### src/design/backend_pkg.sv
package backend_pkg;

    // Graduation list geometry
    localparam int GL_ENTRIES = 8;
    localparam int GL_IDX_W   = 3;              // log2 of GL_ENTRIES
    localparam int GL_CNT_W   = GL_IDX_W + 1;   // Occupancy must reach GL_ENTRIES

    // Datapath
    localparam int DATA_W     = 16;
    localparam int MUL_STAGES = 3;              // Multiplier latency in cycles
    localparam int MUL_HALF_W = DATA_W / 2;     // Operand b is split in two halves

    typedef logic [GL_IDX_W-1:0] gl_index_t;    // One list entry, also the result tag
    typedef logic [GL_CNT_W-1:0] gl_count_t;
    typedef logic [DATA_W-1:0]   data_t;

    // Operation codes, steered by dispatch
    typedef enum logic [1:0] {
        OP_ADD = 2'd0,
        OP_SUB = 2'd1,
        OP_MUL = 2'd2,    // Only one going to the multiplier
        OP_BR  = 2'd3     // Taken when a equals b
    } op_t;

endpackage

### src/design/graduation_list.sv
`timescale 1ns/1ns

module graduation_list import backend_pkg::*; (
    input  logic      clk_i,
    input  logic      rstn_i,
    // Allocation from dispatch
    input  logic      alloc_valid_i,
    input  logic      alloc_pred_i,       // Predicted direction, used by branches
    // Writeback from the units, any order
    input  logic      wb_valid_i,
    input  gl_index_t wb_entry_i,
    input  data_t     wb_data_i,
    input  logic      wb_mispredict_i,
    // Commit side
    input  logic      read_head_i,
    input  logic      flush_i,
    input  gl_index_t flush_entry_i,      // Mispredicted branch, everything younger goes
    output gl_index_t assigned_entry_o,
    output logic      head_valid_o,
    output gl_index_t head_entry_o,
    output data_t     head_data_o,
    output logic      head_mispredict_o,
    output logic      full_o,
    output logic      empty_o
);

    gl_index_t head;                      // Oldest unread entry
    gl_index_t tail;                      // Next free entry
    gl_count_t count;                     // Allocated and not yet read

    logic [GL_ENTRIES-1:0] finished;      // Result has been written back
    logic [GL_ENTRIES-1:0] pred;
    logic [GL_ENTRIES-1:0] mispred;
    data_t                 result [GL_ENTRIES];

    logic      alloc_en;
    logic      read_en;
    gl_index_t flush_tail;
    gl_count_t flush_count;

    assign full_o           = (count == gl_count_t'(GL_ENTRIES));
    assign empty_o          = (count == '0);
    assign assigned_entry_o = tail;       // Handed out in the accepting cycle

    assign alloc_en = alloc_valid_i & ~full_o & ~flush_i;
    // Head leaves only once its result is in
    assign read_en  = read_head_i & ~empty_o & finished[head];

    // Recovery point is the slot right after the branch
    assign flush_tail  = flush_entry_i + gl_index_t'(1);
    assign flush_count = (flush_tail >= head)
                       ? {1'b0, flush_tail} - {1'b0, head}
                       : gl_count_t'(GL_ENTRIES) - {1'b0, head} + {1'b0, flush_tail};

    always_ff @(posedge clk_i or negedge rstn_i) begin
        if (!rstn_i) begin
            head  <= '0;
            tail  <= '0;
            count <= '0;
        end else if (flush_i) begin
            // Head already sits past the branch, a read now is squashed by commit
            tail  <= flush_tail;
            count <= flush_count;       // Wraps back to zero here
        end else begin
            head  <= head + gl_index_t'(read_en);
            tail  <= tail + gl_index_t'(alloc_en);
            count <= count + gl_count_t'(alloc_en) - gl_count_t'(read_en);
        end
    end

    always_ff @(posedge clk_i or negedge rstn_i) begin
        if (!rstn_i) begin
            finished     <= '0;
            head_valid_o <= 1'b0;
        end else begin
            head_valid_o <= read_en;    // Head shows up one cycle after its read
            if (alloc_en) begin
                finished[tail] <= 1'b0;
            end
            if (wb_valid_i) begin
                finished[wb_entry_i] <= 1'b1;
            end
        end
    end

    // Entry payload
    always_ff @(posedge clk_i) begin
        if (alloc_en) begin
            pred[tail] <= alloc_pred_i;
        end
        if (wb_valid_i) begin
            result[wb_entry_i]  <= wb_data_i;
            // Flag stands only if the outcome really differs from the stored guess
            mispred[wb_entry_i] <= wb_mispredict_i & (wb_data_i[0] != pred[wb_entry_i]);
        end
    end

    always_ff @(posedge clk_i) begin
        if (read_en) begin
            head_entry_o      <= head;
            head_data_o       <= result[head];
            head_mispredict_o <= mispred[head];
        end
    end

endmodule

### src/design/dispatch_stage.sv
`timescale 1ns/1ns

module dispatch_stage import backend_pkg::*; (
    input  logic      clk_i,
    input  logic      rstn_i,
    // Incoming instruction, operands already read
    input  logic      instr_valid_i,
    input  op_t       instr_op_i,
    input  data_t     instr_a_i,
    input  data_t     instr_b_i,
    input  logic      instr_pred_i,
    // Stall sources
    input  logic      full_i,
    input  logic      flush_i,
    input  logic      mul_stage2_busy_i,
    input  gl_index_t assigned_entry_i,   // Tail of the list
    output logic      ready_o,
    output logic      alloc_valid_o,
    output logic      alloc_pred_o,
    // Issue to the units
    output logic      alu_issue_o,
    output logic      mul_issue_o,
    output op_t       issue_op_o,
    output data_t     issue_a_o,
    output data_t     issue_b_o,
    output gl_index_t issue_entry_o
);

    logic        is_mul;
    logic        wb_clash;
    logic        accept;

    assign is_mul   = (instr_op_i == OP_MUL);
    // ALU result would land in the same cycle as the product now in stage 2
    assign wb_clash = mul_stage2_busy_i & ~is_mul;

    assign ready_o = ~full_i & ~flush_i & ~wb_clash;
    assign accept  = instr_valid_i & ready_o;

    assign alloc_valid_o = accept;
    assign alloc_pred_o  = instr_pred_i;

    // Steering, same cycle as allocation
    assign alu_issue_o   = accept & ~is_mul;  // Add, sub and branch
    assign mul_issue_o   = accept & is_mul;
    assign issue_op_o    = instr_op_i;
    assign issue_a_o     = instr_a_i;
    assign issue_b_o     = instr_b_i;
    assign issue_entry_o = assigned_entry_i;  // Tag follows the op through the unit

endmodule

### src/design/alu_unit.sv
`timescale 1ns/1ns

module alu_unit import backend_pkg::*; (
    input  logic      clk_i,
    input  logic      rstn_i,
    input  logic      issue_i,
    input  op_t       op_i,
    input  data_t     a_i,
    input  data_t     b_i,
    input  logic      pred_i,       // Predicted taken
    input  gl_index_t entry_i,
    input  logic      flush_i,
    output logic      wb_valid_o,
    output gl_index_t wb_entry_o,
    output data_t     wb_data_o,
    output logic      wb_mispredict_o
);

    data_t res;
    logic  taken;
    logic  misp;

    assign taken = (a_i == b_i);    // Branch compare

    always_comb begin
        misp = 1'b0;
        case (op_i)
            OP_ADD: res = a_i + b_i;
            OP_SUB: res = a_i - b_i;
            OP_BR: begin
                res  = {{(DATA_W-1){1'b0}}, taken};   // Outcome in bit 0
                misp = (taken != pred_i);
            end
            default: res = '0;      // Products come from the multiplier
        endcase
    end

    always_ff @(posedge clk_i or negedge rstn_i) begin
        if (!rstn_i) begin
            wb_valid_o <= 1'b0;
        end else begin
            wb_valid_o <= issue_i & ~flush_i;   // Flush kills the pending result
        end
    end

    always_ff @(posedge clk_i) begin
        if (issue_i) begin
            wb_entry_o      <= entry_i;
            wb_data_o       <= res;
            wb_mispredict_o <= misp;
        end
    end

endmodule

### src/design/mul_unit.sv
`timescale 1ns/1ns

module mul_unit import backend_pkg::*; (
    input  logic      clk_i,
    input  logic      rstn_i,
    input  logic      issue_i,
    input  data_t     a_i,
    input  data_t     b_i,
    input  gl_index_t entry_i,
    input  logic      flush_i,
    output logic      wb_valid_o,
    output gl_index_t wb_entry_o,
    output data_t     wb_data_o,
    output logic      stage2_busy_o    // Next cycle carries a product out
);

    logic [MUL_STAGES-1:0] vld;        // Valid per stage, bit 0 is stage 1
    gl_index_t             tag [MUL_STAGES];

    data_t                 pp_lo;      // a times low half of b
    logic [MUL_HALF_W-1:0] pp_hi;      // Only the bits that land below DATA_W
    data_t                 s1_acc;
    logic [MUL_HALF_W-1:0] s1_a_lo;
    logic [MUL_HALF_W-1:0] s1_b_hi;
    data_t                 s2_acc;

    assign pp_lo = a_i * {{MUL_HALF_W{1'b0}}, b_i[MUL_HALF_W-1:0]};
    assign pp_hi = s1_a_lo * s1_b_hi;  // Truncated, upper bits shift out anyway

    always_ff @(posedge clk_i or negedge rstn_i) begin
        if (!rstn_i) begin
            vld <= '0;
        end else if (flush_i) begin
            vld <= '0;                 // Every in-flight product is dropped
        end else begin
            vld <= {vld[MUL_STAGES-2:0], issue_i};
        end
    end

    // Tags ride along with the data
    always_ff @(posedge clk_i) begin
        if (issue_i) begin
            tag[0] <= entry_i;
        end
        for (int s = 1; s < MUL_STAGES; s++) begin
            if (vld[s-1]) begin
                tag[s] <= tag[s-1];
            end
        end
    end

    always_ff @(posedge clk_i) begin
        if (issue_i) begin            // Stage 1, low partial product
            s1_acc  <= pp_lo;
            s1_a_lo <= a_i[MUL_HALF_W-1:0];
            s1_b_hi <= b_i[DATA_W-1:MUL_HALF_W];
        end
        if (vld[0]) begin             // Stage 2, add shifted high partial product
            s2_acc <= s1_acc + {pp_hi, {MUL_HALF_W{1'b0}}};
        end
        if (vld[1]) begin             // Stage 3, output register
            wb_data_o <= s2_acc;
        end
    end

    assign wb_valid_o    = vld[MUL_STAGES-1];
    assign wb_entry_o    = tag[MUL_STAGES-1];
    assign stage2_busy_o = vld[MUL_STAGES-2];

endmodule

### src/design/commit_stage.sv
`timescale 1ns/1ns

module commit_stage import backend_pkg::*; (
    input  logic      clk_i,
    input  logic      rstn_i,
    input  logic      empty_i,
    // Head presented by the list, one cycle after the read
    input  logic      head_valid_i,
    input  gl_index_t head_entry_i,
    input  data_t     head_data_i,
    input  logic      head_mispredict_i,
    output logic      read_head_o,
    output logic      flush_o,
    output gl_index_t flush_entry_o,
    output logic      commit_valid_o,
    output data_t     commit_result_o,
    output gl_index_t commit_entry_o,
    output logic      redirect_o
);

    logic squash;    // Head read during the flush is on the wrong path

    // Keep reading while anything is left, except right after a flush
    assign read_head_o = ~empty_i & ~squash;

    // Retire in order, at most one per cycle
    assign commit_valid_o  = head_valid_i & ~squash;
    assign commit_result_o = head_data_i;
    assign commit_entry_o  = head_entry_i;

    // Mispredicted branch retires itself and throws away all younger work
    assign flush_o       = commit_valid_o & head_mispredict_i;
    assign flush_entry_o = head_entry_i;
    assign redirect_o    = flush_o;     // Fetch restarts on the right path

    always_ff @(posedge clk_i or negedge rstn_i) begin
        if (!rstn_i) begin
            squash <= 1'b0;
        end else begin
            squash <= flush_o;          // Covers exactly the cycle after the flush
        end
    end

endmodule

### src/design/backend_top.sv
`timescale 1ns/1ns

module backend_top import backend_pkg::*; (
    input  logic      clk_i,
    input  logic      rstn_i,
    input  logic      instr_valid_i,
    input  op_t       instr_op_i,
    input  data_t     instr_a_i,
    input  data_t     instr_b_i,
    input  logic      instr_pred_i,
    output logic      ready_o,
    output logic      commit_valid_o,
    output data_t     commit_result_o,
    output gl_index_t commit_entry_o,
    output logic      redirect_o
);

    // Allocation
    gl_index_t assigned_entry;
    logic      gl_full;
    logic      gl_empty;
    logic      alloc_valid;
    logic      alloc_pred;

    // Issue
    logic      alu_issue;
    logic      mul_issue;
    op_t       issue_op;
    data_t     issue_a;
    data_t     issue_b;
    gl_index_t issue_entry;
    logic      mul_stage2_busy;

    // Unit results
    logic      alu_wb_valid;
    gl_index_t alu_wb_entry;
    data_t     alu_wb_data;
    logic      alu_wb_mispredict;
    logic      mul_wb_valid;
    gl_index_t mul_wb_entry;
    data_t     mul_wb_data;

    // Single writeback port of the list
    logic      wb_valid;
    gl_index_t wb_entry;
    data_t     wb_data;
    logic      wb_mispredict;

    // Commit
    logic      read_head;
    logic      head_valid;
    gl_index_t head_entry;
    data_t     head_data;
    logic      head_mispredict;
    logic      flush;
    gl_index_t flush_entry;

    // Dispatch keeps both units from finishing together, ALU takes priority anyway
    assign wb_valid      = alu_wb_valid | mul_wb_valid;
    assign wb_entry      = alu_wb_valid ? alu_wb_entry : mul_wb_entry;
    assign wb_data       = alu_wb_valid ? alu_wb_data : mul_wb_data;
    assign wb_mispredict = alu_wb_valid & alu_wb_mispredict;   // Products never mispredict

    graduation_list u_gl (
        .clk_i(clk_i), .rstn_i(rstn_i),
        .alloc_valid_i(alloc_valid), .alloc_pred_i(alloc_pred),
        .wb_valid_i(wb_valid), .wb_entry_i(wb_entry),
        .wb_data_i(wb_data), .wb_mispredict_i(wb_mispredict),
        .read_head_i(read_head), .flush_i(flush), .flush_entry_i(flush_entry),
        .assigned_entry_o(assigned_entry),
        .head_valid_o(head_valid), .head_entry_o(head_entry),
        .head_data_o(head_data), .head_mispredict_o(head_mispredict),
        .full_o(gl_full), .empty_o(gl_empty)
    );

    dispatch_stage u_dispatch (
        .clk_i(clk_i), .rstn_i(rstn_i),
        .instr_valid_i(instr_valid_i), .instr_op_i(instr_op_i),
        .instr_a_i(instr_a_i), .instr_b_i(instr_b_i), .instr_pred_i(instr_pred_i),
        .full_i(gl_full), .flush_i(flush), .mul_stage2_busy_i(mul_stage2_busy),
        .assigned_entry_i(assigned_entry),
        .ready_o(ready_o), .alloc_valid_o(alloc_valid), .alloc_pred_o(alloc_pred),
        .alu_issue_o(alu_issue), .mul_issue_o(mul_issue), .issue_op_o(issue_op),
        .issue_a_o(issue_a), .issue_b_o(issue_b), .issue_entry_o(issue_entry)
    );

    alu_unit u_alu (
        .clk_i(clk_i), .rstn_i(rstn_i),
        .issue_i(alu_issue), .op_i(issue_op), .a_i(issue_a), .b_i(issue_b),
        .pred_i(alloc_pred), .entry_i(issue_entry), .flush_i(flush),
        .wb_valid_o(alu_wb_valid), .wb_entry_o(alu_wb_entry),
        .wb_data_o(alu_wb_data), .wb_mispredict_o(alu_wb_mispredict)
    );

    mul_unit u_mul (
        .clk_i(clk_i), .rstn_i(rstn_i),
        .issue_i(mul_issue), .a_i(issue_a), .b_i(issue_b),
        .entry_i(issue_entry), .flush_i(flush),
        .wb_valid_o(mul_wb_valid), .wb_entry_o(mul_wb_entry),
        .wb_data_o(mul_wb_data), .stage2_busy_o(mul_stage2_busy)
    );

    commit_stage u_commit (
        .clk_i(clk_i), .rstn_i(rstn_i), .empty_i(gl_empty),
        .head_valid_i(head_valid), .head_entry_i(head_entry),
        .head_data_i(head_data), .head_mispredict_i(head_mispredict),
        .read_head_o(read_head), .flush_o(flush), .flush_entry_o(flush_entry),
        .commit_valid_o(commit_valid_o), .commit_result_o(commit_result_o),
        .commit_entry_o(commit_entry_o), .redirect_o(redirect_o)
    );

endmodule

### config.mk
export PLATFORM = sky130hd
export DESIGN_NAME = backend_top
export DESIGN_NICKNAME = d
export VERILOG_FILES = /design/src/design/backend_pkg.sv /design/src/design/graduation_list.sv /design/src/design/dispatch_stage.sv /design/src/design/alu_unit.sv /design/src/design/mul_unit.sv /design/src/design/commit_stage.sv /design/src/design/backend_top.sv
export SDC_FILE = /design/constraint.sdc
export NUM_CORES = 1
export LEC_CHECK = 0
export BUFFER_PORTS_ARGS = -buffer_cell sky130_fd_sc_hd__buf_4
export CELL_PAD_IN_SITES_DETAIL_PLACEMENT = 1
export CELL_PAD_IN_SITES_GLOBAL_PLACEMENT = 2
export CORE_MARGIN = 2
export CORE_UTILIZATION = 40
export CTS_CLUSTER_SIZE = 24
export DETAILED_ROUTE_END_ITERATION = 8
export PLACE_DENSITY_LB_ADDON = 0.05
export REMOVE_ABC_BUFFERS = 1
export SLEW_MARGIN = 20
export SYNTH_ARGS = -nofsm -noshare
export SYNTH_HDL_FRONTEND = slang
export SYNTH_HIERARCHICAL = 1
export SYNTH_SLANG_ARGS = --single-unit
### constraint.sdc
create_clock -name clk_i -period 4.2 [get_ports clk_i]
set_input_delay 0 -clock clk_i [delete_from_list [all_inputs] [get_ports clk_i]]
set_output_delay 0 -clock clk_i [all_outputs]
set_load 0.1 [all_outputs]
# Word-level counts from Yosys, hierarchy flattened
# Memory sizes are Yosys's and may differ from the RTL's. A register that Yosys moved wholly into a read port is not among the register bits.
# Cells that the tools add are included.
[totals]
ff_bits = 128
ram_bits = 137
output_inout_bits = 22
elab_cells = 107
memories = 2
[op_classes]
n_addsub = 11
mul = 2
n_lt_le_gt_ge = 6
n_eq_ne = 7
muxes = 29
n_bitwise = 26
n_reduce_logical = 4
[mem_list]
columns = ["memory", "depth", "width", "rd", "rd_clocked_by_memory_dff", "wr", "line", "text"]
rows = [
  ["u_gl.result", 8, 16, 1, 1, 1, "graduation_list.sv:34", "data_t result [GL_ENTRIES];"],
  ["u_mul.tag", 3, 3, 3, 0, 3, "mul_unit.sv:18", "gl_index_t tag [MUL_STAGES];"],
]
[ops]
columns = ["operator", "count"]
rows = [
  ["$pmux 16 s3", 1],
  ["$add 16x16->16", 2],
  ["$and 1x1->1", 16],
  ["$bwmux 8", 2],
  ["$eq 16x16->1", 1],
  ["$mul 16x8->16", 1],
  ["$mux 16", 1],
  ["$mux 8", 2],
  ["$sub 16x16->16", 1],
  ["$mux 1", 13],
  ["$lt 3x4->1 const B", 3],
  ["$bmux 1 s3", 3],
  ["$mux 3", 3],
  ["$and 8x8->8", 1],
  ["$mul 8x8->8", 1],
  ["$mux 4", 2],
  ["$not 8->8", 1],
  ["$or 8x8->8", 1],
  ["$add 3x1->3", 2],
  ["$demux 1 s3", 2],
  ["$ge 3x1->1 const B", 2],
  ["$not 1->1", 6],
  ["$add 4x1->4", 1],
  ["$add 4x3->4", 1],
  ["13 further kinds", 16],
]

# Logic depth before layout (Yosys ltp)
[logic_depth]
depth_word = 12
mapped_depth = 18

# Cells and area by module
# The synthesis kept the hierarchy.
[by_module_without_submodules]
columns = ["mod", "instances", "cells_per_inst", "area_each_um2"]
rows = [
  ["graduation_list", 1, 399, 7300.8],
  ["mul_unit", 1, 545, 6195.9],
  ["alu_unit", 1, 256, 2264.7],
  ["dispatch_stage", 1, 44, 331.6],
  ["backend_top", 1, 23, 316.6],
  ["commit_stage", 1, 27, 216.5],
]

# Least setup slack after synthesis
# Ideal clock, no wire load.
[synth_timing]
path_kind = "register to register"
startpoint = "register u_gl.head[0]"
endpoint = "register u_gl.count[2]"
arrival_ns = 3.979
required_time_ns = 4.070
slack_ns = 0.091
stages_incl_launch_ff = 13
path_buffers = 1
synth_period_minus_slack_ns = 4.109
path_cell_list = "dfrtp_1 -> buf_4 -> mux4_2 -> mux2i_1 -> nor3b_1 -> ha_1 -> inv_1 -> ha_1 -> inv_1 -> fa_1 -> xnor2_1 -> nor2_1 -> a21oi_1"
[synth_between]
elab_chain_len = 5
[synth_rtl]
columns = ["item", "line", "text"]
rows = [
  ["start, declared", "graduation_list.sv:27", "gl_index_t head;"],
  ["start signal, assigned", "graduation_list.sv:65", "head <= head + gl_index_t'(read_en);"],
  ["$bmux 1 s3", "graduation_list.sv:47", "assign read_en = read_head_i & ~empty_o & finished[head];"],
  ["$mux 1 (implied by the code)", "graduation_list.sv:47", ""],
  ["$and 1x1->1", "graduation_list.sv:47", ""],
  ["via u_gl.read_en", "graduation_list.sv:37", "logic read_en;"],
  ["$sub 4x1->4", "graduation_list.sv:67", "count <= count + gl_count_t'(alloc_en) - gl_count_t'(read_en);"],
  ["$mux 4", "graduation_list.sv:60", "end else if (flush_i) begin"],
  ["end signal, assigned", "graduation_list.sv:63", "count <= flush_count;"],
  ["end signal, assigned", "graduation_list.sv:67", ""],
  ["end, declared", "graduation_list.sv:29", "gl_count_t count;"],
]
# The timed path passes the listed nets, and every way through them passes these cells. The select of a mux whose other input is x is not followed.
# A chain may end at the register's enable or synchronous reset.

# Final worst setup path
[layout_timing]
startpoint = "register u_mul.s1_b_hi[2]"
endpoint = "register u_mul.s2_acc[15], data pin"
[layout_between]
elab_chain_len = 2
[layout_rtl]
columns = ["item", "line", "text"]
rows = [
  ["start, declared", "mul_unit.sv:24", "logic [MUL_HALF_W-1:0] s1_b_hi;"],
  ["start signal, assigned", "mul_unit.sv:56", "s1_b_hi <= b_i[DATA_W-1:MUL_HALF_W];"],
  ["$mul 8x8->8", "mul_unit.sv:28", "assign pp_hi = s1_a_lo * s1_b_hi;"],
  ["$add 16x16->16", "mul_unit.sv:59", "s2_acc <= s1_acc + {pp_hi, {MUL_HALF_W{1'b0}}};"],
  ["end signal, assigned", "mul_unit.sv:59", ""],
  ["end, declared", "mul_unit.sv:25", "data_t s2_acc;"],
]
# Every way passes these cells.

==> results.py <==
metrics = {
    "timing": {
        "timing.slew.headroom_pct": 36.2,
        "finClkSkew_ns": 0.0152,
        "min_period_ns": 3.98,
        "hold_slack_ns": 0.0508,
        "setup_viol": 0,
        "hold_violations": 0,
        "period_share_pct": 94.9,
        "slew_viol_final": 0,
        "fmax_mhz": 251,
        "rsz0062_at_grt": "no",
        "worst_pin_slew_ns": 0.956,
        "setup_slack_ns": 0.215,
    },
    "pwr": {
        "p_leak_nw": 7.45,
        "clock_power_share_pct": 22.6,
        "ir_drop_mv": 0.426,
        "p_int_mw": 7.78,
        "power.density_nw_per_um2": 675,
        "p_switching_mw": 4.72,
        "total_power_mw": 12.5,
        "swShare_pct": 37.8,
        "p_comb_share_pct": 43.8,
        "seqPwrFrac_pct": 33.6,
    },
    "cells_and_area": {
        "fin_area_sq_um": 18500,
        "fillers": 4265,
        "drive_gt1_share_pct": 15.6,
        "layout_common_cells": "257 x edfxtp_1, 145 x inv_1, 125 x nand2_1",
        "final_util_pct": 45.3,
        "final_common_cell": "edfxtp_1",
        "nets": 1536,
        "antennaDiodeCount": 0,
        "syn_to_final_growth_pct": 11.4,
    },
    "global_routing": {
        "track_usage_pct": 18.1,
        "grt_pass1_wl_mm": 60.7,
        "grt_most_used_layer": "met2",
        "use_met2_pct": 33.2,
        "overflow": 0,
        "grt_start_max_net_pins": 39,
        "grt_use_met3_pct": 1.88,
        "use_met1_pct": 22.7,
        "grt_antenna_before_repair": 0,
        "grt_pass1_vias": 10300,
    },
    "drt": {
        "route.detailed.drc": 0,
        "dr_total_vias": 9308,
        "wl_mm": 38.0,
        "ant_nets": 0,
        "first_iter_violations": 334,
        "via_per_inst": 4.94,
        "dr.pass1.iters": 5,
        "wire_per_inst_um": 20.2,
    },
    "die": {
        "die_h_um": 208,
        "io_pins": 60,
        "dieArea_sq_um": 43200,
        "core-area_sq_um": 40900,
        "start_util_pct": 40.6,
        "num_rows": 74,
        "die_w_um": 208,
    },
    "clocking": {
        "numCtsBuffers": 31,
        "cts_tree": "done",
        "clock_latency_ns": 0.56,
        "clock_path_buffers": 3,
        "path_clk_slew_ns": 0.06,
        "clock-sinks": 281,
        "cts-root-buf": "clkbuf_16",
        "post_cts_buffers": 0,
        "h-tree-depth": 1,
        "cts_resized": 0,
    },
    "yosys": {
        "ys_async_sr_fraction_pct": 8.54,
        "ys_ff_latch": 281,
        "synth_edf_count": 257,
        "ys_seq_area_share_pct": 50.0,
        "ys_warn_count": 6,
        "synth.distinct_cells": 72,
        "synth.top_cell.area_share_pct": 46.4,
        "syn-cell-area_sq_um": 16600,
        "netlist_top_cells_area": "edfxtp_1 46%, fa_1 9.4%, ha_1 6.9%, mux4_2 4.9%, dfrtp_1 3.6%",
        "synth-main-ff-cell": "edfxtp_1",
        "syn_inst": 1294,
        "yosys.area.top_type": "edfxtp_1",
        "syn_area_per_cell_sq_um": 12.8,
    },
    "run": {
        "cap_violations": 0,
    },
    "place": {
        "dp_worst_setup_slack_ns": 0.168,
        "numPortBuffers": 59,
        "gp_congestion": 0.793,
        "dpl-instance-area_sq_um": 17200,
        "place_hpwl_mm": 27.6,
    },
    "setup_path": {
        "start_kind": "register",
        "worst_ep_arrival_time_ns": 4.30,
        "path_class": "register to register",
        "required_ns": 4.51,
        "endpoint_kind": "register",
        "crit_path_max_fanout": 6,
    },
    "outcome": {
        "status": "completed",
    },
    "worst_hold_path": {
        "hold_class": "input port to register",
    },
}
## flip-flops by register name, summed over array words and instances, names as in the netlist, 8 cells and up
register and cells:
u_mul/s1_b_hi 8, u_mul/s1_a_lo 8, u_mul/s2_acc 16, u_mul/wb_data_o 16
u_mul/s1_acc 16, u_gl/result 128, u_gl/mispred 8, u_alu/wb_data_o 16
u_gl/head_data_o 16, u_gl/pred 8, u_gl/finished 8, u_mul/tag 9
## stage by stage
step           cells  TNS, ns
2_1_floorplan   1195    -6.32
3_3_place_gp    1803        0
3_5_place_dp    1803        0
4_1_cts         1884        0
5_1_grt         1885        0
6_report        1885        0
## final cells by class
type / count / area (sq um) / area share (%)
repair buffers: 100 / 838 / 4.53
inverters: 145 / 544 / 2.94
clock buffers: 39 / 846 / 4.57
flip-flops and latches: 281 / 8320 / 44.9
multi-input cells: 769 / 7070 / 38.2
clock inverters: 19 / 235 / 1.27
well taps: 532 / 666 / 3.59
## critical path: stages, from the launching register on
cell and delay (ns):
edfxtp_1 0.45, and2_1 0.21, fa_1 0.41, inv_1 0.07
fa_1 0.44, fa_1 0.50, fa_1 0.48, inv_1 0.04
ha_1 0.30, xnor2_1 0.14, ha_1 0.30, o21a_1 0.11
nor2_1 0.08, a21oi_1 0.05, xnor2_1 0.13
## repair_timing
| action | in CTS | in global routing |
|---|---|---|
| hold endpoints to repair | 64 | 0 |
| setup endpoints to repair | 0 | 0 |
| hold buffers | 23 | 0 |
## per-layer routing
| layer | vias to the layer above | part of all wire (%) |
|---|---|---|
| met5 | - | 0 |
| met4 | 0 | 2.4 |
| met3 | 36 | 2.6 |
| met2 | 138 | 52 |
| met1 | 4683 | 43 |
| li1 | 4451 | - |
## cell usage after synthesis, types with 6 or more instances
master,n
nor2b_1,11
buf_4,66
o21bai_1,9
dfrtp_1,24
a21o_1,12
nand2_1,125
a21oi_1,35
buf_6,11
edfxtp_1,257
and2_1,82
buf_2,8
nand2b_1,7
clkbuf_1,13
mux2_4,18
mux2_2,6
nor3_1,10
inv_1,145
xnor2_1,47
a31oi_1,8
nand3_1,9
xor2_1,18
mux2i_1,9
ha_1,92
o21ai_0,23
o21a_1,6
mux4_2,36
fa_1,78
nor2_1,60
## power groups by stage
stage	registers (mW)	logic, mW	clock network, mW
2_1_floorplan	5.06	3.27	0
3_3_place_gp	4.26	5.51	0
3_5_place_dp	4.28	5.57	0
4_1_cts	4.23	5.61	2.90
5_1_grt	4.27	6.13	3.01
6_report	4.20	5.48	2.82
## cell families (layout without fill, tap and decap cells)
group,after synthesis,after routing,synth area share [%]
flip-flops,281,281,50.0
multiplexers,71,71,7.59
AO/OA/AOI/OAI,126,126,5.02
XOR/XNOR,65,65,3.42
adder cells (fa/ha/maj),170,170,16.3
AND/OR/NAND/NOR,337,337,10.1
buffers and inverters,244,303,7.56
## worst paths after layout
kind | slack, ns | cells after the start | from | endpoint
setup / recovery | 0.22 | 14 | u_mul/s1_b_hi[2] | u_mul/s2_acc[15]
hold / removal | 0.05 | 3 | instr_op_i[0] | u_alu/wb_data_o[0]
setup reg to reg | 0.22 | 14 | u_mul/s1_b_hi[2] | u_mul/s2_acc[15]
hold reg to reg | 0.42 | 0 | u_mul/s2_acc[11] | u_mul/wb_data_o[11]
max in group asynchronous | 3.60 | 4 | rstn_i | u_mul/vld[2]
min in group asynchronous | 0.43 | 4 | rstn_i | u_gl/count[1]
Note: power is estimated with default switching activity, not from simulation.
